## src/rtl/gen_pkg.sv

```systemverilog
////////////////////////////////////////////////////////////
// arbitrary signal generator, shared definitions
// widths, sample/pointer types, bus and stream beats,
// register map and core states
////////////////////////////////////////////////////////////

package gen_pkg;

  localparam int unsigned DW  = 14;         // DAC sample width
  localparam int unsigned CWM = 14;         // pointer integer part
  localparam int unsigned CWF = 16;         // pointer fraction part
  localparam int unsigned CW  = CWM + CWF;  // full pointer
  localparam int unsigned CWL = 32;         // burst period counter
  localparam int unsigned CWN = 16;         // burst repeat counter
  localparam int unsigned BAW = 7;          // register address bits

  typedef logic signed [DW-1:0] smp_t;      // signed DAC sample
  typedef logic [CW-1:0]        ptr_t;      // fixed point table pointer
  typedef logic [CWM-1:0]       tbl_adr_t;  // table index
  typedef logic [BAW-1:0]       reg_adr_t;

  typedef struct packed {
    logic        wen;
    logic        ren;
    logic [31:0] addr;
    logic [31:0] wdata;
  } bus_req_t;

  typedef struct packed {
    logic        ack;
    logic [31:0] rdata;
  } bus_rsp_t;

  typedef struct packed {
    logic vld;
    smp_t dat;
  } stm_t;

  // one clock controls
  typedef struct packed {
    logic clr;
    logic str;
    logic stp;
    logic trg;
  } ctl_t;

  typedef struct packed {
    ptr_t           siz;  // table size
    ptr_t           off;  // start phase
    ptr_t           ste;  // step, sets frequency
    logic           ben;  // burst enable
    logic           inf;  // infinite burst
    tbl_adr_t       bdl;  // data beats per period
    logic [CWL-1:0] bln;  // period length in beats
    logic [CWN-1:0] bnm;  // period count
  } gen_cfg_t;

  typedef struct packed {
    logic signed [DW-1:0] mul;  // gain, 1.0 = 2**(DW-2)
    logic signed [DW-1:0] sum;  // offset
    logic                 ena;
  } lin_cfg_t;

  typedef enum logic [1:0] {IDLE, ARMED, RUN, BURST_IDLE} asg_state_t;

  // register map
  localparam reg_adr_t REG_CTL     = 7'h00;
  localparam reg_adr_t REG_IRQ_ENA = 7'h08;
  localparam reg_adr_t REG_IRQ_STS = 7'h0c;
  localparam reg_adr_t REG_MSK_CLR = 7'h10;
  localparam reg_adr_t REG_MSK_STR = 7'h14;
  localparam reg_adr_t REG_MSK_STP = 7'h18;
  localparam reg_adr_t REG_MSK_TRG = 7'h1c;
  localparam reg_adr_t REG_SIZ     = 7'h20;
  localparam reg_adr_t REG_OFF     = 7'h24;
  localparam reg_adr_t REG_STE     = 7'h28;
  localparam reg_adr_t REG_BST     = 7'h30;
  localparam reg_adr_t REG_BDL     = 7'h34;
  localparam reg_adr_t REG_BLN     = 7'h38;
  localparam reg_adr_t REG_BNM     = 7'h3c;
  localparam reg_adr_t REG_STS_BLN = 7'h40;
  localparam reg_adr_t REG_STS_BNM = 7'h44;
  localparam reg_adr_t REG_MUL     = 7'h50;
  localparam reg_adr_t REG_SUM     = 7'h54;
  localparam reg_adr_t REG_ENA     = 7'h58;

endpackage

```

## src/rtl/gen_lin.sv

```systemverilog
////////////////////////////////////////////////////////////
// linear output stage
// gain, then offset with saturation and output enable
////////////////////////////////////////////////////////////

`timescale 1ns/1ps

module gen_lin
  import gen_pkg::*;
(
  input  logic     bus,
  input  logic     ctl_rst,
  input  lin_cfg_t cfg,
  input  stm_t     sti,
  output stm_t     sto,
  input  logic     sto_rdy,
  output logic     adv      // shared stall control
);

  typedef logic signed [DW+1:0] mul_t;  // scaled product
  typedef logic signed [DW+2:0] add_t;  // product plus offset

  localparam add_t SMP_MAX = add_t'(2**(DW-1) - 1);
  localparam add_t SMP_MIN = -add_t'(2**(DW-1));

  logic signed [2*DW-1:0] prd;
  mul_t                   mul_dat;
  logic                   mul_vld;
  add_t                   add;
  smp_t                   sat;
  logic                   out_vld;
  smp_t                   out_dat;

  // empty or accepted
  assign adv = !out_vld || sto_rdy;
  assign sto = '{vld: out_vld, dat: out_dat};
  assign prd = sti.dat * cfg.mul;

  always_comb begin
    add = mul_dat + cfg.sum;
    if (!cfg.ena)           sat = '0;
    else if (add > SMP_MAX) sat = smp_t'(SMP_MAX);
    else if (add < SMP_MIN) sat = smp_t'(SMP_MIN);
    else                    sat = smp_t'(add);
  end

  always_ff @(posedge bus) begin
    if (ctl_rst) begin
      mul_vld <= 1'b0;
      out_vld <= 1'b0;
    end else if (adv) begin
      mul_vld <= sti.vld;
      out_vld <= mul_vld;
    end
  end

  always_ff @(posedge bus) begin
    if (adv) begin
      mul_dat <= mul_t'(prd >>> (DW-2));  // 1.0 is 2**(DW-2)
      out_dat <= sat;
    end
  end

endmodule

```

## config.mk

```make
export PLATFORM = sky130hd
export DESIGN_NAME = gen_lin
export DESIGN_NICKNAME = d
export VERILOG_FILES = /design/src/rtl/gen_pkg.sv /design/src/rtl/gen_lin.sv
export SDC_FILE = /design/constraint.sdc
export NUM_CORES = 1
export LEC_CHECK = 0
export ABC_AREA = 1
export BUFFER_PORTS_ARGS = -buffer_cell sky130_fd_sc_hd__buf_2
export CAP_MARGIN = 20
export CORE_UTILIZATION = 50
export CTS_CLUSTER_SIZE = 30
export DETAILED_ROUTE_END_ITERATION = 8
export GPL_TIMING_DRIVEN = 0
export MAX_ROUTING_LAYER = met4
export PLACE_DENSITY = 0.7
export SYNTH_ARGS = -nofsm -noshare
export SYNTH_HDL_FRONTEND = slang
export SYNTH_SLANG_ARGS = --single-unit
```

## constraint.sdc

```tcl
create_clock -name bus -period 6.05 [get_ports bus]
set_clock_uncertainty 0.2 [all_clocks]
set_input_delay 0.9075 -clock bus [delete_from_list [all_inputs] [get_ports bus]]
set_output_delay 0.9075 -clock bus [all_outputs]
set_load 0.005 [all_outputs]
```

==> out/metrics.cfg, run 1 <==
[outcome]
outcome = finished clean

[yosys]
synthArstFlopShare_pct = 0
syn_nets = 1612
synthTopCellsByArea = fa_1 39%, inv_1 15%, nand2_1 12%
ys_seq_area_share_pct = 9.39
ys_seq_elements = 32
synth_edf_count = 30
synthTopCellsByCount = 389 x inv_1, 326 x nand2_1, 195 x fa_1, 80 x ha_1, 50 x nor2_1
ys_warn_count = 0
yosysTopAreaCell = fa_1
synthDominantCellAreaShare_pct = 39.0
synth_ff_type = edfxtp_1
synth_area_mm2 = 0.0100
synthCells = 1290
synthDistinctLibCells = 32
synth.avg_cell_area_um2 = 7.76
synth.most_common_cell = inv_1

[worst_setup_path]
crit_path_start_kind = primary input
cp_common_cell = fa_1
path_cells = buf_12 > clkbuf_16 > nand2_1 > inv_1 > ha_4 > inv_2 > fa_2 > inv_2 > fa_1 > fa_1 > fa_1 > inv_1 > fa_1 > inv_1 > ha_4 > a21o_1 > a21boi_2 > nor2_1 > nor3_1 > nand3_1 > xor2_1
crit_family = adder cells
worst-path-buf-inv = 7
cp-end-kind = flop
max_stage_delay_ns = 0.60
path_class = primary input to flop
cp.arrival_ns = 5.86
required_ns = 5.87
cpMaxStageDelayCell = fa_2
regToRegSetupSlack_ns = 3.49
critPathMaxFanout = 6

[place]
dp_hpwl_mm = 20.2
place.gp.congestion = 0.913
dp_cells = 1617
io_buffers = 62
pre_cts_slack_ns = -0.810

[sta]
finalCritPeriodShare_pct = 99.7
drv_slew = 0
min_period_ns = 6.03
rsz0062_at_grt = true
hold_violations = 0
worst_slew_pin_slew_ns = 0.547
maxSlewHeadroom_pct = 63.5
finalWorstSetupSlack_ns = 0.0172
hold_ws_ns = 0.256
max_clock_freq_mhz = 166
setup_viol = 0

[clock_tree]
path_clk_slew_ns = 0.05
cts_sinks = 32
cts_root_buffer = clkbuf_16
max-clock-path-buffers = 2
cts_buffers = 5
clock_latency_ns = 0.28
tritoncts = done
htreeDepth = 2

[global_route]
grt_pass1_vias = 8068
grt_max_degree = 33
antenna_found_initial = 0
grt_pass1_wl_mm = 39.3
grt.total_usage_pct = 25.6
overflow = 0

[die]
start_util_pct = 51.3
core_region_area_mm2 = 0.0195
fp.dieH_um = 144
die-area_mm2 = 0.0206
rows = 51
die_w_um = 144
ios = 63

[finish]
fin_nets = 1712
drive_gt1_share_pct = 18.0
final_cells = 1655
finish.utilization_pct = 61.5
area_delta_synth_final_pct = 19.9
antenna_cells = 0

[routing]
drtPass1Iterations = 5
drc = 0
wl_mm = 24.8
drtIter0Drc = 590
via_per_inst = 5.02
routedWlPerCell_um = 15.0
vias = 8300
final_antenna_net_count = 0

[min_path]
min_path_type = flop to flop

[flow_run]
drv_cap = 0

worst reg2reg max path, stage by stage (launching register included):
cell,delay [ns]
edfxtp_1,0.38
ha_1,0.38
nand2_1,0.11
nor2_1,0.16
nand2_1,0.07
nand2_1,0.14
nand2_1,0.11
nand2_1,0.09
nand2_1,0.05
nand2_1,0.07
nand3_1,0.17
nand3_1,0.15
buf_4,0.17
nand2_1,0.07
cell families (layout without fill, tap and decap cells):
logic type / after synthesis / in the layout / share of synthesized area, %
XOR/XNOR: 33 / 33 / 3.02
flip-flops: 32 / 32 / 9.39
AND/OR/NAND/NOR: 454 / 454 / 18.4
adder cells (fa/ha/maj): 275 / 275 / 49.0
buffers and inverters: 423 / 523 / 16.1
AO/OA/AOI/OAI: 73 / 73 / 4.12
final timing paths:
path,start,end,cells past startpoint
worst max-delay path,sti[13],mul_dat[13]$_DFFE_PP_,21
worst min-delay path,mul_vld$_SDFFE_PP0P_,out_vld$_SDFFE_PP0P_,2
worst max register to register,mul_dat[6]$_DFFE_PP_,out_dat[10]$_SDFFCE_PN0P_,13
worst min register to register,mul_vld$_SDFFE_PP0P_,out_vld$_SDFFE_PP0P_,2
state kept, by name, indices dropped and copies added, names as in the netlist:
| name | flops |
|---|---|
| mul_vld | 1 |
| out_vld | 1 |
| mul_dat | 16 |
| out_dat | 14 |
routing by layer:
layer	GRT usage (%)	share of wire, %	vias to the layer above
li1	-	-	3942
met1	33.3	43	4020
met2	42.2	48	288
met3	3.90	6.4	50
met4	5.94	2.7	0
met5	-	0	-
timing repair:
item | 4_1_cts | 5_1_grt
hold buffers | 0 | 0
endpoints found under the setup margin | 16 | 16
gates resized for setup | 89 | 167
pin swaps | 16 | 74
cloned | 1 | 4
setup buffers | 8 | 23
layout make-up:
cell class              count  area, um^2
multi-input cells         835        8000
fillers                  1735        7520
inverters                 391        1480
flip-flops and latches     32         941
repair buffers             99         787
plain buffers              26         338
well taps                 265         332
clock buffers               6         129
clock inverters             1        5.00
cells in the final DEF, fill, tap and decap left out, types with 7 or more instances in the layout:
| cell | n |
|---|---|
| inv_1 | 369 |
| nand2_1 | 306 |
| fa_1 | 187 |
| ha_1 | 63 |
| buf_2 | 44 |
| nor2_1 | 43 |
| nand3_1 | 43 |
| buf_4 | 42 |
| a21oi_1 | 31 |
| edfxtp_1 | 30 |
| inv_2 | 19 |
| xor2_1 | 17 |
| buf_8 | 16 |
| nand2_2 | 16 |
| ha_4 | 16 |
| xnor2_1 | 14 |
| clkbuf_16 | 11 |
| buf_6 | 10 |
| a21oi_2 | 9 |
| fa_2 | 8 |
| o21ai_0 | 7 |
metrics by stage:
stage,area (um^2),TNS [ns]
after global placement,10700,-9.92
after floorplan,10100,0
after detailed placement,10700,-9.99
after CTS,11200,-0.0250
after global routing,12000,-0.673
final,12000,0
Power of run 1 is not shown: default switching activity piles up to over one toggle a cycle in this logic, so the estimate is an artifact.
==> inputs of run 2 (changes only) <==
--- a/config.mk
+++ b/config.mk
@@ -13,7 +13,7 @@
 export DETAILED_ROUTE_END_ITERATION = 8
 export GPL_TIMING_DRIVEN = 0
 export MAX_ROUTING_LAYER = met4
-export PLACE_DENSITY = 0.7
+export PLACE_DENSITY = 0.77
 export SYNTH_ARGS = -nofsm -noshare
 export SYNTH_HDL_FRONTEND = slang
 export SYNTH_SLANG_ARGS = --single-unit
==> constraint.sdc (replaced) <==
create_clock -name bus -period 6.05 [get_ports bus]
set_clock_uncertainty 0.2 [all_clocks]
set_input_delay 0.9075 -clock bus [delete_from_list [all_inputs] [get_ports bus]]
set_output_delay 0.9075 -clock bus [all_outputs]
set_load 0.1 [all_outputs]
==> run 2 against run 1 <==
Maximum frequency shrank 0.15%; worst hold slack is essentially flat; worst setup slack lost 0.0093 ns; clock-buffer cell count grew 1; core utilization grew 0.31 points; via count grew 2.0%; die area is the same; register-to-register slack gained 0.02 ns; cell count grew 0.42%; final area grew 0.50%; first-iteration DRC count grew 10%; non-clock buffer count grew 6.
==> out/metrics.cfg, run 2 (same netlist as run 1, synthesis figures left out) <==
[outcome]
outcome = finished clean

[routing]
wl_mm = 25.8  ; +4.2%
drc = 0  ; unchanged
drtPass1Iterations = 5  ; unchanged
routedWlPerCell_um = 15.5  ; +3.8%
drtIter0Drc = 649  ; +10%
via_per_inst = 5.09  ; +1.5%
vias = 8463  ; +2.0%
final_antenna_net_count = 0  ; unchanged

[global_route]
grt_pass1_vias = 8656  ; +7.3%
overflow = 0  ; unchanged
grt_max_degree = 28  ; -15%
grt.total_usage_pct = 27.1  ; +1.5 points
grt_pass1_wl_mm = 41.7  ; +5.9%
antenna_found_initial = 0  ; unchanged

[finish]
seq_area_um2 = 941  ; unchanged
drive_gt1_share_pct = 20.0  ; +2.1 points
antenna_cells = 0  ; unchanged
fillers = 1668  ; -3.9%
regMostFlops = mul_dat
area_delta_synth_final_pct = 20.5
final_cells = 1662  ; +0.42%
reg_top3 = mul_dat (16), out_dat (14)
most-common-layout-cells = 361 x inv_1, 303 x nand2_1, 184 x fa_1
finish.utilization_pct = 61.8  ; +0.31 points
fin_nets = 1718  ; +0.35%
multi_input_area_mm2 = 0.00807  ; +0.77%
largest_register_ffs = 16  ; unchanged
layout_commonest_cell = inv_1

[worst_setup_path]
cp.arrival_ns = 5.86  ; about the same
crit_family = adder cells
required_ns = 5.87  ; about the same
cp-end-kind = flop
cp_common_cell = fa_1
critPathMaxFanout = 6  ; unchanged
cpMaxStageDelayCell = fa_2
max_stage_delay_ns = 0.62  ; +0.02 ns
crit_path_start_kind = primary input
path_class = primary input to flop
worst-path-buf-inv = 6  ; -1
path_cells = buf_6 > clkbuf_16 > nand2_4 > inv_2 > fa_2 > buf_4 > fa_1 > fa_1 > fa_1 > inv_1 > fa_1 > fa_1 > inv_1 > ha_4 > a21oi_4 > a21boi_4 > nor2_1 > nor3_2 > nand3_1 > xor2_1

[clock_tree]
cts_sinks = 32  ; unchanged
cts_root_buffer = clkbuf_16
cts_buffers = 5  ; unchanged
tritoncts = done
clock_latency_ns = 0.28  ; about the same
htreeDepth = 2  ; unchanged
path_clk_slew_ns = 0.05  ; about the same
max-clock-path-buffers = 2  ; unchanged
holdBufCountCts = 0  ; unchanged

[sta]
hold_ws_ns = 0.256  ; +0.0000160 ns
worst_slew_pin_slew_ns = 0.593  ; +0.0463 ns
finalCritPeriodShare_pct = 99.9  ; +0.15 points
hold_violations = 0  ; unchanged
rsz0062_at_grt = true
tns_ns = 0  ; unchanged
setup_viol = 0  ; unchanged
min_period_ns = 6.04  ; +0.00932 ns
max_clock_freq_mhz = 166  ; -0.15%
drv_slew = 0  ; unchanged
maxSlewHeadroom_pct = 60.4  ; -3.1 points

[die]
fp.dieH_um = 144  ; unchanged
rows = 51  ; unchanged
die-area_mm2 = 0.0206  ; unchanged
core_region_area_mm2 = 0.0195  ; unchanged
start_util_pct = 51.3  ; unchanged
die_w_um = 144  ; unchanged
ios = 63  ; unchanged

[place]
dp_hpwl_mm = 20.6  ; +2.1%
place.gp.congestion = 0.931  ; +2.0%
dp_cells = 1618  ; +0.062%
io_buffers = 62  ; unchanged

[min_path]
min_path_type = flop to flop

[flow_run]
drv_cap = 0  ; unchanged

## run 2: cell count changes in the layout (fill, tap and decap cells not counted), sizes merged
cell    delta
buf        +1
clkbuf     +6
## run 2: metrics by stage
step	setup slack (ns)	area, um^2
2_1_floorplan	0.00577	10100
3_3_place_gp	-0.837	10700
3_5_place_dp	-0.885	10700
4_1_cts	0.000410	11500
5_1_grt	-0.174	12100
6_report	0.00790	12100
## run 2: repair_timing
item / 4_1_cts / 5_1_grt
buffers inserted: 21 / 16
resized for setup: 129 / 138
pin swaps: 35 / 62
cloned: 1 / 2
endpoints found under the setup margin: 16 / 16
## run 2: worst paths after layout
check / endpoint / start / slack [ns] / depth (start not counted)
setup / recovery: mul_dat[13]$_DFFE_PP_ / sti[13] / 0.008 / 20
hold / removal: out_vld$_SDFFE_PP0P_ / mul_vld$_SDFFE_PP0P_ / 0.26 / 2
setup reg to reg: out_dat[6]$_SDFFCE_PN0P_ / mul_dat[0]$_DFFE_PP_ / 3.51 / 11
hold reg to reg: out_vld$_SDFFE_PP0P_ / mul_vld$_SDFFE_PP0P_ / 0.26 / 2
## run 2: worst register-to-register path, stage by stage (launching register included)
cell and delay [ns]:
edfxtp_1 0.36, ha_1 0.24, fa_1 0.44, nand2_1 0.11
nand3_2 0.08, nand2_1 0.14, nand3_1 0.08, nand2_1 0.10
nand3_1 0.18, nand3_1 0.14, buf_4 0.16, nand2_1 0.06
## run 2: area by class of cell
class | instances | area share [%]
inverters | 391 | 12.2
repair buffers | 103 | 6.10
multi-input cells | 835 | 66.8
plain buffers | 28 | 3.18
clock inverters | 1 | 0.0415
clock buffers | 7 | 1.10
flip-flops and latches | 32 | 7.80
well taps | 265 | 2.75
## run 2: metal layers
layer / wire length [um] / part of all wire [%] / vias up / GRT usage (%)
met4: 833 / 3.2 / 0 / 7.39
met2: 12900 / 50 / 298 / 46.4
met5: 0 / 0 / - / -
li1: - / - / 3944 / -
met3: 1670 / 6.5 / 72 / 3.27
met1: 10400 / 40 / 4149 / 33.9
Power of run 2 is left out for the same reason.
