`config.mk`:
```
export PLATFORM = sky130hd
export DESIGN_NAME = gen_regs
export DESIGN_NICKNAME = d
export VERILOG_FILES = /design/src/rtl/gen_pkg.sv /design/src/rtl/gen_regs.sv
export SDC_FILE = /design/constraint.sdc
export NUM_CORES = 1
export LEC_CHECK = 0
export BUFFER_PORTS_ARGS = -buffer_cell sky130_fd_sc_hd__buf_2
export CAP_MARGIN = 20
export CORE_MARGIN = 5
export CORE_UTILIZATION = 40
export DETAILED_ROUTE_END_ITERATION = 8
export HOLD_SLACK_MARGIN = 0.03
export PLACE_DENSITY_LB_ADDON = 0.3
export SYNTH_ARGS = -nofsm -noshare
export SYNTH_HDL_FRONTEND = slang
export SYNTH_SLANG_ARGS = --single-unit
```
`constraint.sdc`:
```
create_clock -name bus -period 2 [get_ports bus]
set_input_delay 0.2 -clock bus [delete_from_list [all_inputs] [get_ports bus]]
set_output_delay 0.2 -clock bus [all_outputs]
set_load 0.02 [all_outputs]
```
`src/rtl/gen_pkg.sv`:
```
////////////////////////////////////////////////////////////
// arbitrary signal generator, shared definitions
// widths, sample/pointer types, bus and stream beats,
// register map and core states
////////////////////////////////////////////////////////////

package gen_pkg;

  localparam int unsigned DW  = 14;         // DAC sample width
  localparam int unsigned CWM = 14;         // pointer integer part
  localparam int unsigned CWF = 16;         // pointer fraction part
  localparam int unsigned CW  = CWM + CWF;  // full pointer
  localparam int unsigned CWL = 32;         // burst period counter
  localparam int unsigned CWN = 16;         // burst repeat counter
  localparam int unsigned BAW = 7;          // register address bits

  typedef logic signed [DW-1:0] smp_t;      // signed DAC sample
  typedef logic [CW-1:0]        ptr_t;      // fixed point table pointer
  typedef logic [CWM-1:0]       tbl_adr_t;  // table index
  typedef logic [BAW-1:0]       reg_adr_t;

  typedef struct packed {
    logic        wen;
    logic        ren;
    logic [31:0] addr;
    logic [31:0] wdata;
  } bus_req_t;

  typedef struct packed {
    logic        ack;
    logic [31:0] rdata;
  } bus_rsp_t;

  typedef struct packed {
    logic vld;
    smp_t dat;
  } stm_t;

  // one clock controls
  typedef struct packed {
    logic clr;
    logic str;
    logic stp;
    logic trg;
  } ctl_t;

  typedef struct packed {
    ptr_t           siz;  // table size
    ptr_t           off;  // start phase
    ptr_t           ste;  // step, sets frequency
    logic           ben;  // burst enable
    logic           inf;  // infinite burst
    tbl_adr_t       bdl;  // data beats per period
    logic [CWL-1:0] bln;  // period length in beats
    logic [CWN-1:0] bnm;  // period count
  } gen_cfg_t;

  typedef struct packed {
    logic signed [DW-1:0] mul;  // gain, 1.0 = 2**(DW-2)
    logic signed [DW-1:0] sum;  // offset
    logic                 ena;
  } lin_cfg_t;

  typedef enum logic [1:0] {IDLE, ARMED, RUN, BURST_IDLE} asg_state_t;

  // register map
  localparam reg_adr_t REG_CTL     = 7'h00;
  localparam reg_adr_t REG_IRQ_ENA = 7'h08;
  localparam reg_adr_t REG_IRQ_STS = 7'h0c;
  localparam reg_adr_t REG_MSK_CLR = 7'h10;
  localparam reg_adr_t REG_MSK_STR = 7'h14;
  localparam reg_adr_t REG_MSK_STP = 7'h18;
  localparam reg_adr_t REG_MSK_TRG = 7'h1c;
  localparam reg_adr_t REG_SIZ     = 7'h20;
  localparam reg_adr_t REG_OFF     = 7'h24;
  localparam reg_adr_t REG_STE     = 7'h28;
  localparam reg_adr_t REG_BST     = 7'h30;
  localparam reg_adr_t REG_BDL     = 7'h34;
  localparam reg_adr_t REG_BLN     = 7'h38;
  localparam reg_adr_t REG_BNM     = 7'h3c;
  localparam reg_adr_t REG_STS_BLN = 7'h40;
  localparam reg_adr_t REG_STS_BNM = 7'h44;
  localparam reg_adr_t REG_MUL     = 7'h50;
  localparam reg_adr_t REG_SUM     = 7'h54;
  localparam reg_adr_t REG_ENA     = 7'h58;

endpackage

```
`src/rtl/gen_regs.sv`:
```
////////////////////////////////////////////////////////////
// generator register bank
// config and mask registers, software events, interrupts
////////////////////////////////////////////////////////////

`timescale 1ns/1ps

module gen_regs
  import gen_pkg::*;
#(
  parameter int unsigned EW = 6  // external event count
)(
  input  logic           bus,
  input  logic           ctl_rst,
  input  bus_req_t       reg_req,
  output bus_rsp_t       reg_rsp,
  input  logic [EW-1:0]  ev_ext,
  output ctl_t           evn_sw,   // software event pulses
  output ctl_t           ctl,      // masked events to the core
  input  logic           sts_str,
  input  logic           sts_trg,
  input  logic           sts_stp,
  input  logic [CWL-1:0] sts_bln,
  input  logic [CWN-1:0] sts_bnm,
  output gen_cfg_t       gen_cfg,
  output lin_cfg_t       lin_cfg,
  output logic           irq
);

  logic [EW-1:0] msk_clr;
  logic [EW-1:0] msk_str;
  logic [EW-1:0] msk_stp;
  logic [EW-1:0] msk_trg;
  logic [3:0]    irq_ena;
  logic [3:0]    irq_sts;  // {trg, stp, str, clr}
  logic          ack;
  logic [31:0]   rdata;
  logic [31:0]   rd_mux;
  reg_adr_t      adr;

  assign adr     = reg_req.addr[BAW-1:0];
  assign reg_rsp = '{ack: ack, rdata: rdata};

  // event select, same cycle to the core
  assign ctl.clr = |(ev_ext & msk_clr);
  assign ctl.str = |(ev_ext & msk_str);
  assign ctl.stp = |(ev_ext & msk_stp);
  assign ctl.trg = |(ev_ext & msk_trg);

  ////////////////////////////////////////////////////////////
  // write decode
  ////////////////////////////////////////////////////////////

  always_ff @(posedge bus) begin
    if (ctl_rst) begin
      irq_ena <= '0;
      msk_clr <= '0;
      msk_str <= '0;
      msk_stp <= '0;
      msk_trg <= '0;
      gen_cfg <= '0;
      lin_cfg <= '0;  // output disabled
    end else if (reg_req.wen) begin
      case (adr)
        REG_IRQ_ENA: irq_ena     <= reg_req.wdata[3:0];
        REG_MSK_CLR: msk_clr     <= reg_req.wdata[EW-1:0];
        REG_MSK_STR: msk_str     <= reg_req.wdata[EW-1:0];
        REG_MSK_STP: msk_stp     <= reg_req.wdata[EW-1:0];
        REG_MSK_TRG: msk_trg     <= reg_req.wdata[EW-1:0];
        REG_SIZ:     gen_cfg.siz <= reg_req.wdata[CW-1:0];
        REG_OFF:     gen_cfg.off <= reg_req.wdata[CW-1:0];
        REG_STE:     gen_cfg.ste <= reg_req.wdata[CW-1:0];
        REG_BST: begin
          gen_cfg.ben <= reg_req.wdata[0];
          gen_cfg.inf <= reg_req.wdata[1];
        end
        REG_BDL:     gen_cfg.bdl <= reg_req.wdata[CWM-1:0];
        REG_BLN:     gen_cfg.bln <= reg_req.wdata[CWL-1:0];
        REG_BNM:     gen_cfg.bnm <= reg_req.wdata[CWN-1:0];
        REG_MUL:     lin_cfg.mul <= reg_req.wdata[DW-1:0];
        REG_SUM:     lin_cfg.sum <= reg_req.wdata[DW-1:0];
        REG_ENA:     lin_cfg.ena <= reg_req.wdata[0];
        default: ;
      endcase
    end
  end

  // software events, one clock after the CTL write
  always_ff @(posedge bus) begin
    if (ctl_rst) begin
      evn_sw <= '0;
    end else if (reg_req.wen && adr == REG_CTL) begin
      evn_sw.clr <= reg_req.wdata[0];
      evn_sw.str <= reg_req.wdata[1];
      evn_sw.stp <= reg_req.wdata[2];
      evn_sw.trg <= reg_req.wdata[3];
    end else begin
      evn_sw <= '0;
    end
  end

  ////////////////////////////////////////////////////////////
  // read path
  ////////////////////////////////////////////////////////////

  always_comb begin
    rd_mux = '0;  // unmapped reads zero
    case (adr)
      REG_CTL:     rd_mux = {28'd0, sts_trg, sts_stp, sts_str, 1'b0};
      REG_IRQ_ENA: rd_mux = 32'(irq_ena);
      REG_IRQ_STS: rd_mux = 32'(irq_sts);
      REG_MSK_CLR: rd_mux = 32'(msk_clr);
      REG_MSK_STR: rd_mux = 32'(msk_str);
      REG_MSK_STP: rd_mux = 32'(msk_stp);
      REG_MSK_TRG: rd_mux = 32'(msk_trg);
      REG_SIZ:     rd_mux = 32'(gen_cfg.siz);
      REG_OFF:     rd_mux = 32'(gen_cfg.off);
      REG_STE:     rd_mux = 32'(gen_cfg.ste);
      REG_BST:     rd_mux = {30'd0, gen_cfg.inf, gen_cfg.ben};
      REG_BDL:     rd_mux = 32'(gen_cfg.bdl);
      REG_BLN:     rd_mux = 32'(gen_cfg.bln);
      REG_BNM:     rd_mux = 32'(gen_cfg.bnm);
      REG_STS_BLN: rd_mux = 32'(sts_bln);
      REG_STS_BNM: rd_mux = 32'(sts_bnm);
      REG_MUL:     rd_mux = {{(32-DW){1'b0}}, lin_cfg.mul};  // masked, no sign
      REG_SUM:     rd_mux = {{(32-DW){1'b0}}, lin_cfg.sum};
      REG_ENA:     rd_mux = {31'd0, lin_cfg.ena};
      default: ;
    endcase
  end

  always_ff @(posedge bus) begin
    if (ctl_rst) ack <= 1'b0;
    else         ack <= reg_req.wen | reg_req.ren;
  end

  always_ff @(posedge bus) begin
    if (reg_req.ren) rdata <= rd_mux;
  end

  ////////////////////////////////////////////////////////////
  // interrupts
  ////////////////////////////////////////////////////////////

  always_ff @(posedge bus) begin
    if (ctl_rst) begin
      irq_sts <= '0;
    end else if (ctl.clr) begin
      irq_sts <= 4'b0001;  // wipe all, keep the clear itself
    end else if (reg_req.wen && adr == REG_IRQ_STS) begin
      irq_sts <= irq_sts & ~reg_req.wdata[3:0];  // write one to clear
    end else begin
      irq_sts <= irq_sts | {ctl.trg, ctl.stp, ctl.str, 1'b0};
    end
  end

  always_ff @(posedge bus) begin
    if (ctl_rst) irq <= 1'b0;
    else         irq <= |(irq_sts & irq_ena);
  end

endmodule

```
==> flow_metrics.py <==
metrics = {
    "timing": {
        "hold_slack_ns": 0.0473,
        "grt_setup_unrepaired": "no",
        "report.final.slew_viol_count": 0,
        "max_freq_ghz": 0.520,
        "hold_viol": 0,
        "timing.clock.skew_ns": 0.0126,
        "post-route-period-util_pct": 96.2,
        "timing.max_slew.rel_slack_pct": 56.5,
        "worst-slew-pin-transition_ns": 0.648,
        "setup-violations-final": 0,
        "tns_ns": 0,
        "finalWorstPathRequiredPeriod_ns": 1.92,
    },
    "power_and_ir_drop": {
        "powerDensity_mw_per_mm2": 743,
        "p_seq_share_pct": 46.8,
        "switching_power_mw": 2.67,
        "vdd_drop_max_mv": 0.497,
        "total_power_mw": 11.1,
        "power.share.combinational_pct": 7.3,
        "power_leakage_nw": 6.02,
        "cellInternalPower_mw": 8.42,
        "share_of_total_power_in_the_clock_network_pct": 45.9,
        "proportion_of_total_power_due_to_net_switching_pct": 24.1,
    },
    "final_layout": {
        "flow.area_growth_from_synthesis_pct": 34.4,
        "layout.core_utilization_pct": 54.0,
        "finalNetCount": 1842,
        "most_frequent_standard_cell_in_the_layout_excluding_fill_and_tap_cells": "sky130_fd_sc_hd__nand2_1",
        "filler_cell_count": 2611,
        "post_route_cells_drive_above_1_share_pct": 28.1,
        "post-route-cell-area_sq_mm": 0.0149,
        "layout_common_cells": "sky130_fd_sc_hd__nand2_1 (412), sky130_fd_sc_hd__buf_2 (323), sky130_fd_sc_hd__dfxtp_1 (221)",
    },
    "worst_setup_path": {
        "critPathLaunchType": "input port",
        "cp.arrival_ns": 2.34,
        "critPathBufInv": 3,
        "worstPathMaxFanout": 9,
        "critical_path_class": "in -> reg",
        "crit_chain": "buf_2, or4b_1, buf_4, o22ai_1, a31o_1, nand3b_1, dlygate4sd3_1",
        "worst_path_largest_cell_delay_ns": 0.73,
        "path_delay_family": "buffers and inverters",
        "timing.critical_path.required_ns": 2.42,
        "worst_path_max_delay_cell": "sky130_fd_sc_hd__or4b_1",
        "cp-end-kind": "flop",
    },
    "synthesis": {
        "syn_nets": 1472,
        "postSynth.asyncResetShare_pct": 0,
        "synth_flop_cell": "sky130_fd_sc_hd__dfxtp_1",
        "synth_seq_cells": 253,
        "post-synth-top-area-cell": "sky130_fd_sc_hd__dfxtp_1",
        "netlist_area_sq_mm": 0.0111,
        "synth_edf_count": 32,
        "synth_warnings": 0,
        "post_synth_main_area_contributors": "sky130_fd_sc_hd__dfxtp_1 (40%), sky130_fd_sc_hd__nand2_1 (14%), sky130_fd_sc_hd__a21oi_1 (9.8%)",
        "post_synth_num_cell_types": 65,
        "netlist.area_leader.share_pct": 39.8,
        "synth_sequential_area_ratio_pct": 48.5,
        "netlist_instances": 1347,
        "synthesis.area_per_instance_sq_um": 8.25,
    },
    "global_route": {
        "grt_pass1_wl_mm": 69.2,
        "grt_antenna_before_repair": 1,
        "vias_in_the_first_global_route": 11500,
        "grt.total_usage_pct": 28.4,
        "grt-ovfl-total": 0,
        "grt_start_max_net_pins": 62,
    },
    "cts": {
        "worst_skew_pair.late_latency_ns": 0.56,
        "cts_setup_buffers": 0,
        "clk_path_buf_depth": 3,
        "clkSinkCount": 253,
        "cts_tree": "yes",
        "clk_pin_slew_worst_paths_ns": 0.06,
        "cts_root_buf": "sky130_fd_sc_hd__clkbuf_16",
        "tritoncts.num_buffers": 28,
        "depth_of_the_cts_h_tree": 1,
    },
    "place": {
        "weighted_congestion_reported_at_the_end_of_routability_driven_placement": 0.913,
        "dp_hpwl_mm": 32.0,
        "io_buffer_count": 324,
        "place_area_sq_mm": 0.0135,
    },
    "floorplan": {
        "start_util_pct": 40.2,
        "core_area_sq_mm": 0.0276,
        "fp-row-count": 61,
        "die-area_sq_mm": 0.0312,
        "dieHeight_microns": 177,
        "die_width_microns": 177,
        "boundaryPins": 350,
    },
    "detailed_routing": {
        "route.vias.total": 12100,
        "via_per_inst": 5.69,
        "drcViolationCount": 0,
        "post_detailed_route_wirelength_per_cell_microns": 22.1,
        "drt_first_pass_iters": 8,
        "wirelength_mm": 46.9,
        "antenna_left": 0,
        "drtIter0Drc": 1286,
    },
    "status": {
        "result_of_the_run": "completed",
    },
    "run": {
        "drv_cap": 0,
    },
    "hold_path": {
        "min-delay-path-class": "in -> reg",
    },
}
-- layout make-up --
cell class	instances	area, sq um	area share, %
antenna	1	2.50	0.0168
clock buffer	43	858	5.75
clock inverter	9	56.3	0.377
inverter	1	3.75	0.0251
multi-input combinational	968	5120	34.3
sequential	253	5390	36.1
tap	378	473	3.17
timing repair buffer	465	3030	20.3
-- power by group through the flow --
stage,Combinational [mW],Clock (mW),Sequential [mW]
floorplan,0.303,0,5.34
global placement,0.710,0,5.30
detailed placement,0.714,0,5.30
CTS,0.796,5.15,5.19
global route,0.849,5.39,5.19
finish,0.813,5.09,5.19
-- sequential cells by signal (all words and copies together) (netlist names) --
name / count
gen_cfg: 154
rdata: 32
lin_cfg: 29
msk_clr: 6
msk_stp: 6
msk_str: 6
msk_trg: 6
evn_sw: 4
irq_ena: 4
irq_sts: 4
ack: 1
irq: 1
-- tightest hold or removal path, stage by stage --
cell and delay [ns]:
sky130_fd_sc_hd__buf_2 0.08, sky130_fd_sc_hd__a22oi_1 0.06, sky130_fd_sc_hd__o21ai_1 0.14
-- timing repair --
| item | CTS | global route |
|---|---|---|
| endpoints found under the setup margin | 0 | 1 |
| hold endpoints to repair | 168 | 0 |
| resized for setup | 0 | 1 |
| hold buffers | 54 | 0 |
-- per-layer routing --
layer	global-route usage [%]	vias to the layer above	routed length (microns)
li1	-	5470	-
met1	38.3	5699	18900
met2	46.4	778	21400
met3	4.59	107	4770
met4	10.3	0	1800
met5	0	-	0
-- metrics by stage --
step / worst slack [ns] / cells
2_1_floorplan: 0.288 / 1347
3_3_place_gp: -0.0372 / 2011
3_5_place_dp: -0.0384 / 2011
4_1_cts: 0.101 / 2117
5_1_grt: 0.0354 / 2118
6_report: 0.0756 / 2118
-- final timing paths --
path	startpoint	to	slack [ns]	cells after the start
hold / removal	sts_bln[18]	rdata[18]	0.05	3
setup / recovery	reg_req[33]	rdata[10]	0.08	7
hold reg to reg	gen_cfg[51]	gen_cfg[51]	0.47	2
setup reg to reg	lin_cfg[25]	rdata[10]	0.15	5
-- cell families after synthesis --
family | Yosys count | share of synthesized area (%)
AO/OA/AOI/OAI | 374 | 20.7
buffers and inverters | 126 | 5.67
flip-flops | 253 | 48.5
multiplexers | 25 | 2.50
AND/OR/NAND/NOR | 569 | 22.7
-- synth_stat cells, types with 2 or more instances --
cell type and count:
sky130_fd_sc_hd__a32o_1 5, sky130_fd_sc_hd__a221o_1 2, sky130_fd_sc_hd__a2bb2oi_1 3, sky130_fd_sc_hd__nand3_1 70, sky130_fd_sc_hd__nor2_8 2, sky130_fd_sc_hd__nand2_2 3
sky130_fd_sc_hd__a22oi_1 57, sky130_fd_sc_hd__mux2_1 4, sky130_fd_sc_hd__buf_2 56, sky130_fd_sc_hd__a21oi_1 218, sky130_fd_sc_hd__mux2_2 8, sky130_fd_sc_hd__a222oi_1 24
sky130_fd_sc_hd__nor4b_4 2, sky130_fd_sc_hd__buf_4 8, sky130_fd_sc_hd__nor2_2 2, sky130_fd_sc_hd__a221oi_1 4, sky130_fd_sc_hd__o22ai_1 4, sky130_fd_sc_hd__or4b_1 2
sky130_fd_sc_hd__mux2i_1 12, sky130_fd_sc_hd__and3_1 10, sky130_fd_sc_hd__a31oi_1 3, sky130_fd_sc_hd__nor2b_1 6, sky130_fd_sc_hd__buf_1 2, sky130_fd_sc_hd__nor3_1 6
sky130_fd_sc_hd__edfxtp_1 32, sky130_fd_sc_hd__a311oi_1 2, sky130_fd_sc_hd__nand2_1 412, sky130_fd_sc_hd__o211ai_1 2, sky130_fd_sc_hd__or3_1 4, sky130_fd_sc_hd__clkbuf_1 52
sky130_fd_sc_hd__nand3b_1 4, sky130_fd_sc_hd__a22o_1 12, sky130_fd_sc_hd__o21ai_1 15, sky130_fd_sc_hd__nor2_1 27, sky130_fd_sc_hd__o21ai_0 12, sky130_fd_sc_hd__buf_6 6
sky130_fd_sc_hd__and2_1 6, sky130_fd_sc_hd__dfxtp_1 221
No activity file was read; power rests on OpenSTA's default activity.
