<file path="src/rtl/gen_pkg.sv">
////////////////////////////////////////////////////////////
// arbitrary signal generator, shared definitions
// widths, sample/pointer types, bus and stream beats,
// register map and core states
////////////////////////////////////////////////////////////

package gen_pkg;

  localparam int unsigned DW  = 14;         // DAC sample width
  localparam int unsigned CWM = 14;         // pointer integer part
  localparam int unsigned CWF = 16;         // pointer fraction part
  localparam int unsigned CW  = CWM + CWF;  // full pointer
  localparam int unsigned CWL = 32;         // burst period counter
  localparam int unsigned CWN = 16;         // burst repeat counter
  localparam int unsigned BAW = 7;          // register address bits

  typedef logic signed [DW-1:0] smp_t;      // signed DAC sample
  typedef logic [CW-1:0]        ptr_t;      // fixed point table pointer
  typedef logic [CWM-1:0]       tbl_adr_t;  // table index
  typedef logic [BAW-1:0]       reg_adr_t;

  typedef struct packed {
    logic        wen;
    logic        ren;
    logic [31:0] addr;
    logic [31:0] wdata;
  } bus_req_t;

  typedef struct packed {
    logic        ack;
    logic [31:0] rdata;
  } bus_rsp_t;

  typedef struct packed {
    logic vld;
    smp_t dat;
  } stm_t;

  // one clock controls
  typedef struct packed {
    logic clr;
    logic str;
    logic stp;
    logic trg;
  } ctl_t;

  typedef struct packed {
    ptr_t           siz;  // table size
    ptr_t           off;  // start phase
    ptr_t           ste;  // step, sets frequency
    logic           ben;  // burst enable
    logic           inf;  // infinite burst
    tbl_adr_t       bdl;  // data beats per period
    logic [CWL-1:0] bln;  // period length in beats
    logic [CWN-1:0] bnm;  // period count
  } gen_cfg_t;

  typedef struct packed {
    logic signed [DW-1:0] mul;  // gain, 1.0 = 2**(DW-2)
    logic signed [DW-1:0] sum;  // offset
    logic                 ena;
  } lin_cfg_t;

  typedef enum logic [1:0] {IDLE, ARMED, RUN, BURST_IDLE} asg_state_t;

  // register map
  localparam reg_adr_t REG_CTL     = 7'h00;
  localparam reg_adr_t REG_IRQ_ENA = 7'h08;
  localparam reg_adr_t REG_IRQ_STS = 7'h0c;
  localparam reg_adr_t REG_MSK_CLR = 7'h10;
  localparam reg_adr_t REG_MSK_STR = 7'h14;
  localparam reg_adr_t REG_MSK_STP = 7'h18;
  localparam reg_adr_t REG_MSK_TRG = 7'h1c;
  localparam reg_adr_t REG_SIZ     = 7'h20;
  localparam reg_adr_t REG_OFF     = 7'h24;
  localparam reg_adr_t REG_STE     = 7'h28;
  localparam reg_adr_t REG_BST     = 7'h30;
  localparam reg_adr_t REG_BDL     = 7'h34;
  localparam reg_adr_t REG_BLN     = 7'h38;
  localparam reg_adr_t REG_BNM     = 7'h3c;
  localparam reg_adr_t REG_STS_BLN = 7'h40;
  localparam reg_adr_t REG_STS_BNM = 7'h44;
  localparam reg_adr_t REG_MUL     = 7'h50;
  localparam reg_adr_t REG_SUM     = 7'h54;
  localparam reg_adr_t REG_ENA     = 7'h58;

endpackage

</file>
<file path="src/rtl/gen_asg.sv">
////////////////////////////////////////////////////////////
// generator core
// start/trigger/stop FSM, fixed point phase pointer,
// continuous wrap or counted burst, table read pipeline
////////////////////////////////////////////////////////////

`timescale 1ns/1ps

module gen_asg
  import gen_pkg::*;
(
  input  logic           bus,
  input  logic           ctl_rst,
  input  ctl_t           ctl,
  input  gen_cfg_t       cfg,
  input  logic           adv,         // pipeline advance
  input  smp_t           tbl_rd_dat,
  output logic           tbl_rd_en,
  output tbl_adr_t       tbl_rd_adr,
  output stm_t           smp_raw,
  output logic           sts_str,     // armed
  output logic           sts_trg,     // running
  output logic           sts_stp,     // stopped
  output logic [CWL-1:0] sts_bln,     // beat in period
  output logic [CWN-1:0] sts_bnm,     // periods done
  output logic           evn_per,
  output logic           evn_lst
);

  asg_state_t     state;
  ptr_t           ptr;
  logic [CW:0]    ptr_sum;  // spare bit for the wrap compare
  logic           ptr_wrp;
  ptr_t           ptr_nxt;
  logic [CWL-1:0] bln_nxt;
  logic [CWN-1:0] bnm_nxt;
  logic           dat_end;  // last table beat of the period
  logic           per_end;
  logic           bst_lst;
  logic           running;
  logic           halt;     // stop or clear this cycle
  logic           step;     // one beat taken
  logic           rd_vld;
  logic           rd_zro;   // burst idle beat
  logic           raw_vld;
  smp_t           raw_dat;

  assign running = (state == RUN) || (state == BURST_IDLE);
  assign halt    = ctl.clr | ctl.stp;
  assign step    = running && adv && !halt;

  assign sts_str = state == ARMED;
  assign sts_trg = running;

  // next pointer wraps at table size
  always_comb begin
    ptr_sum = {1'b0, ptr} + {1'b0, cfg.ste};
    ptr_wrp = ptr_sum >= {1'b0, cfg.siz};
    ptr_nxt = ptr_wrp ? ptr_t'(ptr_sum - {1'b0, cfg.siz}) : ptr_sum[CW-1:0];
  end

  assign bln_nxt = sts_bln + 1'b1;
  assign bnm_nxt = sts_bnm + 1'b1;
  assign dat_end = bln_nxt == CWL'(cfg.bdl);
  assign per_end = bln_nxt == cfg.bln;
  assign bst_lst = !cfg.inf && (bnm_nxt == cfg.bnm);

  ////////////////////////////////////////////////////////////
  // state machine and burst counters
  ////////////////////////////////////////////////////////////

  always_ff @(posedge bus) begin
    if (ctl_rst) begin
      state   <= IDLE;
      sts_bln <= '0;
      sts_bnm <= '0;
      sts_stp <= 1'b0;
      evn_per <= 1'b0;
      evn_lst <= 1'b0;
    end else begin
      evn_per <= 1'b0;
      evn_lst <= 1'b0;
      if (halt) begin
        state   <= IDLE;
        sts_stp <= !ctl.clr;
        if (ctl.clr) begin
          sts_bln <= '0;
          sts_bnm <= '0;
        end
      end else begin
        case (state)
          IDLE: if (ctl.str) begin
            state   <= ARMED;
            sts_stp <= 1'b0;
          end
          ARMED: if (ctl.trg) begin
            state   <= RUN;
            sts_bln <= '0;
            sts_bnm <= '0;
          end
          default: if (step) begin
            if (!cfg.ben) begin
              evn_per <= ptr_wrp;  // continuous mode pulses once per wrap
            end else if (per_end) begin
              sts_bln <= '0;
              sts_bnm <= bnm_nxt;
              evn_per <= 1'b1;
              evn_lst <= bst_lst;
              state   <= bst_lst ? IDLE : RUN;
            end else begin
              sts_bln <= bln_nxt;
              if (dat_end) state <= BURST_IDLE;  // zero beats till period end
            end
          end
        endcase
      end
    end
  end

  // phase pointer
  always_ff @(posedge bus) begin
    if (state == ARMED && ctl.trg) begin
      ptr <= cfg.off;
    end else if (step) begin
      if (cfg.ben && per_end) ptr <= cfg.off;  // restart each period
      else if (state == RUN)  ptr <= ptr_nxt;
    end
  end

  ////////////////////////////////////////////////////////////
  // table read and raw stream
  ////////////////////////////////////////////////////////////

  assign tbl_rd_en  = adv;
  assign tbl_rd_adr = ptr[CW-1:CWF];  // integer part
  assign smp_raw    = '{vld: raw_vld, dat: raw_dat};

  always_ff @(posedge bus) begin
    if (ctl_rst) begin
      rd_vld  <= 1'b0;
      rd_zro  <= 1'b0;
      raw_vld <= 1'b0;
    end else if (adv) begin
      rd_vld  <= step;
      rd_zro  <= state == BURST_IDLE;
      raw_vld <= rd_vld;
    end
  end

  always_ff @(posedge bus) begin
    if (adv) raw_dat <= rd_zro ? '0 : tbl_rd_dat;
  end

endmodule

</file>
<file path="config.mk">
export PLATFORM = sky130hd
export DESIGN_NAME = gen_asg
export DESIGN_NICKNAME = d
export VERILOG_FILES = /design/src/rtl/gen_pkg.sv /design/src/rtl/gen_asg.sv
export SDC_FILE = /design/constraint.sdc
export NUM_CORES = 1
export LEC_CHECK = 0
export ABC_AREA = 1
export BUFFER_PORTS_ARGS = -buffer_cell sky130_fd_sc_hd__buf_2
export CELL_PAD_IN_SITES_DETAIL_PLACEMENT = 1
export CELL_PAD_IN_SITES_GLOBAL_PLACEMENT = 2
export CORE_ASPECT_RATIO = 1.75
export CORE_MARGIN = 2
export CORE_UTILIZATION = 28
export CTS_CLUSTER_DIAMETER = 200
export CTS_CLUSTER_SIZE = 24
export DETAILED_ROUTE_END_ITERATION = 7
export PLACE_DENSITY = 0.91
export RECOVER_POWER = 25
export SYNTH_ARGS = -nofsm -noshare
export SYNTH_HDL_FRONTEND = slang
export SYNTH_SLANG_ARGS = --single-unit
</file>
<file path="constraint.sdc">
create_clock -name bus -period 6.1 [get_ports bus]
set_clock_uncertainty 0.2 [all_clocks]
set_input_delay 0.61 -clock bus [delete_from_list [all_inputs] [get_ports bus]]
set_output_delay 0.61 -clock bus [all_outputs]
set_load 0.03 [all_outputs]
</file>
==> results of run 1 <==
state kept, by name (all words and copies together) (netlist names):
| signal | flops |
|---|---|
| evn_lst | 1 |
| evn_per | 1 |
| sts_bnm | 16 |
| ptr | 30 |
| rd_zro | 1 |
| sts_bln | 32 |
| raw_dat | 14 |
| state | 2 |
| raw_vld | 1 |
| sts_stp | 1 |
| rd_vld | 1 |
metal layers:
| metal | part of all wire [%] | global-route usage, % | vias to the layer above | wire, um |
|---|---|---|---|---|
| met5 | 0.034 | 0 | - | 16 |
| met4 | 6.6 | 14.2 | 4 | 3140 |
| met3 | 3.8 | 3.60 | 137 | 1800 |
| met2 | 57 | 47.5 | 318 | 27100 |
| met1 | 33 | 19.9 | 6090 | 15600 |
| li1 | - | - | 6402 | - |
stage by stage:
step,hold slack [ps],setup WS [ps],instances
3_5_place_dp,260,461,2548
5_1_grt,211,355,2564
3_3_place_gp,259,616,2548
6_report,217,788,2566
4_1_cts,191,798,2564
2_1_floorplan,244,1450,1846
cell type report:
class / count / area, um^2 / share of cell area [%]
diodes: 2 / 5.00 / 0.0390
clock buffers: 9 / 225 / 1.75
clock inverters: 7 / 56.3 / 0.439
inverters: 248 / 931 / 7.25
multi-input cells: 1448 / 7240 / 56.4
flip-flops and latches: 100 / 2440 / 19.0
well taps: 485 / 607 / 4.73
repair buffers: 267 / 1330 / 10.4
layout by cell type (no fill, tap or decap), types with 8 or more instances in the layout:
cell type / instances
nand2_1: 592
inv_1: 244
buf_2: 232
nor2_1: 226
nand3_1: 153
a21oi_1: 109
o21ai_0: 66
ha_1: 62
dfxtp_1: 56
xor2_1: 45
edfxtp_1: 44
nand4_1: 38
clkbuf_1: 25
nand3b_1: 23
nor3_1: 22
xnor2_1: 20
o21ai_1: 17
o21bai_1: 12
a21o_1: 10
buf_4: 10
clkbuf_16: 9
or2_2: 8
where the power goes:
| part | switching [mW] | internal, mW | total (mW) |
|---|---|---|---|
| combinational | 0.651 | 0.338 | 0.989 |
| sequential | 0.0140 | 0.742 | 0.756 |
| clock | 0.325 | 0.284 | 0.609 |
| total | 0.990 | 1.36 | 2.35 |
logic make-up after synthesis:
group	share of synthesized area, %
AND/OR/NAND/NOR	41.9
buffers and inverters	11.2
AO/OA/AOI/OAI	11.6
flip-flops	22.4
XOR/XNOR	5.43
adder cells (fa/ha/maj)	7.48
path summary, 6_finish.rpt:
| check | start | end |
|---|---|---|
| max reg2reg | ptr[4] | ptr[8] |
| min reg2reg | rd_vld | rd_vld |
| min | ctl[3] | sts_stp |
| max | ptr[4] | ptr[8] |
worst reg2reg max path: stages, from the launching register on:
cell and delay, ps:
edfxtp_1 410, ha_1 370, a21o_1 200, a21oi_1 290, o21ai_0 230, nand2_1 100
nand2_1 90, a21oi_1 380, o21ai_0 180, xor2_1 210, inv_1 70, ha_1 340
nand2_1 100, nor2_1 240, nand2_1 80, nor2_1 160, nand3_1 100, o21ai_0 120
nand3_1 100, nand3_1 80, a21oi_1 60, nand2_1 90, inv_1 310, or2_2 410
nand3_1 80, nand2_1 60
==> flow_summary.yaml, run 1 <==
run_status:
  status: "completed"
critical_path:
  reg2regPathDepth: 25
  critPathKind: "reg2reg"
  critPathCaptureType: "register"
  required_ps: 6030
  cp_max_fo: 22
  critPathMaxStageDelay_ps: 410
  cpMaxStageDelayCell: "edfxtp_1"
  rrSetupSlack_ps: 790
  cp_common_cell: "nand2_1"
  cp.arrival_ps: 5250
  path_depth: 25
  cp-start-kind: "register"
  path_buf_inv: 2
  path_delay_family: "simple AND/OR/NAND/NOR gates"
place:
  port_buffers: 257
  gp_congestion: 0.957
  dpl.hpwl_um: 40400
  place_area_um2: 12600
power:
  finalPower_mw: 2.35
  worst_ir_drop_vdd_mv: 0.127
  powerDensity_nw_per_um2: 183
  leakage_nw: 6.25
finish:
  areaGrowthSynthToFinish_pct: 17.8
  layout-drive-gt1-share_pct: 13.7
  fillers: 5191
  fin_nets: 2313
  final_core_utilization_pct: 33.4
  final_area_um2: 12800
global_routing:
  antenna_found_initial: 3
  grt_max_degree: 49
  grt-ovfl-total: 0
  first_global_vias: 13900
  grt_usage_pct: 23.0
  grt_pass1_wl_um: 72900
detailed_routing:
  drc: 0
  num_vias: 13000
  wirelength_um: 47600
  wl_per_cell_um: 18.6
  routed_via_density: 5.05
  first_iter_violations: 408
  drt_first_pass_iters: 4
  antenna_left: 0
cts:
  cts.hold.buffers_added: 0
  cts_sinks: 100
  max-clock-path-buffers: 2
  cts_tree: "yes"
  cts_buffers: 9
  clk_pin_slew_ps: 80
  root_buffer: "clkbuf_16"
  cts.repair.resized: 0
  clock_latency_ps: 390
  cts_setup_buffers: 0
  cts_max_level: 3
synthesis:
  yosysMostFrequentCell: "nand2_1"
  synth_cell_types: 44
  synth-seq-area-share_pct: 22.4
  syn_inst: 1846
  syn_area_um2: 10900
  ys_ff_latch: 100
  synth_common_cells: "592 x nand2_1, 244 x inv_1, 226 x nor2_1"
  async_flop_share_pct: 0
  synth_area_leaders: "nand2_1 20%, edfxtp_1 12%, dfxtp_1 10%"
  synth_edf_count: 44
  synth_top_area_cell: "nand2_1"
  synth-main-ff-cell: "dfxtp_1"
  syn_avg_cell_area_um2: 5.91
  synthDominantCellAreaShare_pct: 20.4
  synthesis.nets: 2085
  yosys_warnings: 0
worst_hold_path:
  min_delay_path_depth: 2
  holdCritPathClass: "in2reg"
timing:
  rsz0062_at_grt: "no"
  hold_viol: 0
  drv_slew: 0
  worst_slew_pin_slew_ps: 1020
  fmax_mhz: 188
  fin_crit_ps: 5310
  max_slew_margin_pct: 32.1
  setup_viol: 0
  finalSetupTns_ps: 0
  post-route-period-util_pct: 87.1
floorplan:
  num_rows: 95
  dieWidth_um: 153
  coreArea_um2: 38400
  ios: 258
  die_y_um: 265
  start_util_pct: 28.4
  dieArea_um2: 40600
flow_run:
  max-cap-violations: 0
Note: power is estimated with default switching activity, not from simulation.
==> run 2, diff against run 1 <==
--- a/config.mk
+++ b/config.mk
@@ -11,11 +11,12 @@
 export CELL_PAD_IN_SITES_GLOBAL_PLACEMENT = 2
 export CORE_ASPECT_RATIO = 1.75
 export CORE_MARGIN = 2
-export CORE_UTILIZATION = 28
+export CORE_UTILIZATION = 30
 export CTS_CLUSTER_DIAMETER = 200
 export CTS_CLUSTER_SIZE = 24
 export DETAILED_ROUTE_END_ITERATION = 7
-export PLACE_DENSITY = 0.91
+export HOLD_SLACK_MARGIN = 0.05
+export PLACE_DENSITY = 0.95
 export RECOVER_POWER = 25
 export SYNTH_ARGS = -nofsm -noshare
 export SYNTH_HDL_FRONTEND = slang
==> constraint.sdc (replaced) <==
create_clock -name bus -period 6.6 [get_ports bus]
set_clock_uncertainty 0.2 [all_clocks]
set_input_delay 0.66 -clock bus [delete_from_list [all_inputs] [get_ports bus]]
set_output_delay 0.66 -clock bus [all_outputs]
set_load 0.03 [all_outputs]
==> run 2 against run 1 <==
  * Clock-buffer cell count is the same
  * Largest power group unchanged
  * Cell count shrank 0.58%
  * Die area shrank 6.5%
  * Sequential power shrank 7.4%
  * Non-clock buffer count shrank 1
  * Core utilization grew 2.3 points
==> flow_summary.yaml, run 2 (same netlist as run 1, synthesis figures left out) <==
run_status:
  status: "completed"
cts:
  clk_pin_slew_ps: 80
  cts.hold.buffers_added: 0
  cts_sinks: 100
  cts.repair.resized: 0
  cts_setup_buffers: 0
  cts_max_level: 3
  root_buffer: "clkbuf_16"
  cts_buffers: 9
  cts_tree: "yes"
  clock_latency_ps: 380
  max-clock-path-buffers: 2
power:
  worst_ir_drop_vdd_mv: 0.137
  finalPower_mw: 2.20
  leakage_nw: 6.27
  powerDensity_nw_per_um2: 172
timing:
  post-route-period-util_pct: 79.9
  fmax_mhz: 190
  fin_crit_ps: 5270
  setup_viol: 0
  finalSetupTns_ps: 0
  hold_viol: 0
  worst_slew_pin_slew_ps: 951
  max_slew_margin_pct: 36.6
  rsz0062_at_grt: "no"
  whs_ps: 262
  drv_slew: 0
finish:
  areaGrowthSynthToFinish_pct: 17.8
  regMostFlops: "sts_bln"
  final_cell_mix: "592 x nand2_1, 244 x inv_1, 232 x buf_2, 226 x nor2_1, 153 x nand3_1"
  fin_nets: 2312
  final_common_cell: "nand2_1"
  layout-drive-gt1-share_pct: 13.6
  reg.largest.list: "sts_bln x32, ptr x30, sts_bnm x16"
  fillers: 4966
  largest_reg_flops: 32
detailed_routing:
  drc: 0
  wirelength_um: 47300
  wl_per_cell_um: 18.5
  drt_first_pass_iters: 5
  routed_via_density: 5.06
  num_vias: 12900
  first_iter_violations: 528
  antenna_left: 0
floorplan:
  num_rows: 92
  coreArea_um2: 35900
  start_util_pct: 30.4
  ios: 258
  die_y_um: 256
  dieWidth_um: 148
  dieArea_um2: 37900
critical_path:
  critPathCaptureType: "register"
  cp_common_cell: "nand2_1"
  critPathMaxStageDelay_ps: 400
  critPathKind: "reg2reg"
  required_ps: 6530
  r2r-start: "ptr[2]"
  cp_max_fo: 22
  cp-start-kind: "register"
  cpMaxStageDelayCell: "or2_2"
  cp.arrival_ps: 5200
  crit_start: "ptr[2]"
global_routing:
  antenna_found_initial: 6
  grt-ovfl-total: 0
  first_global_vias: 13900
  grt_pass1_wl_um: 72800
  grt_usage_pct: 24.7
  grt_max_degree: 49
place:
  gp_congestion: 0.962
  port_buffers: 257
  dpl.hpwl_um: 39900
flow_run:
  max-cap-violations: 0
worst_hold_path:
  min_from: "ctl[3]"
  holdCritPathClass: "in2reg"
-- run 2: changes by cell type in the layout (fill, tap and decap cells not counted) --
cell        previous run  this run
buf_4                 10         9
bufinv_16              0         1
clkinv_1               0         1
clkinv_4               1         2
clkinvlp_2             2         0
diode_2                2         3
inv_6                  3         1
inv_8                  1         2
-- run 2: cell type report --
| cell class | count | area, um^2 | area share [%] |
|---|---|---|---|
| Antenna cell | 3 | 7.51 | 0.0585 |
| Tap cell | 470 | 588 | 4.58 |
| Clock buffer | 9 | 225 | 1.75 |
| Inverter | 248 | 931 | 7.25 |
| Multi-Input combinational cell | 1448 | 7240 | 56.4 |
| Clock inverter | 7 | 82.6 | 0.643 |
| Sequential cell | 100 | 2440 | 19.0 |
| Timing Repair Buffer | 266 | 1320 | 10.3 |
-- run 2: worst paths after layout --
| kind | end | slack [ps] | cells past startpoint |
|---|---|---|---|
| worst max-delay path | ptr[8] | 1330 | 26 |
| worst min-delay path | sts_stp | 260 | 2 |
| worst max register to register | ptr[8] | 1330 | 26 |
| worst min register to register | rd_vld | 270 | 2 |
-- run 2: stage by stage --
step                setup slack (ps)  instances  cell area, um^2  utilization, %
floorplan                       1900       1846            10900               -
global placement                1120       2532            12600            35.0
detailed placement               978       2532            12600            35.0
CTS                             1330       2548            12900            35.8
global route                     824       2550            12800            35.7
finish                          1330       2551            12800            35.8
-- run 2: layer usage --
layer	wire length, um	track usage (%)	up-vias
met5	15	0	-
met3	2060	4.73	159
li1	-	-	6390
met1	15300	21.4	6036
met2	26400	49.3	331
met4	3530	16.7	4
-- run 2: power breakdown --
part	total [mW]	switching [mW]	internal (mW)
clock network	0.597	0.295	0.302
logic	0.906	0.596	0.310
registers	0.700	0.0136	0.686
-- run 2: critical path, delay by kind of cell, from the launching register on --
| family | cells | cell delay (ps) |
|---|---|---|
| and+or+nand+nor | 14 | 1770 |
| adders and majority gates | 2 | 700 |
| DFF | 1 | 390 |
| xor gates and xnor gates | 1 | 210 |
| buffers and inverters | 2 | 380 |
| AOI/OAI and AO/OA | 7 | 1360 |
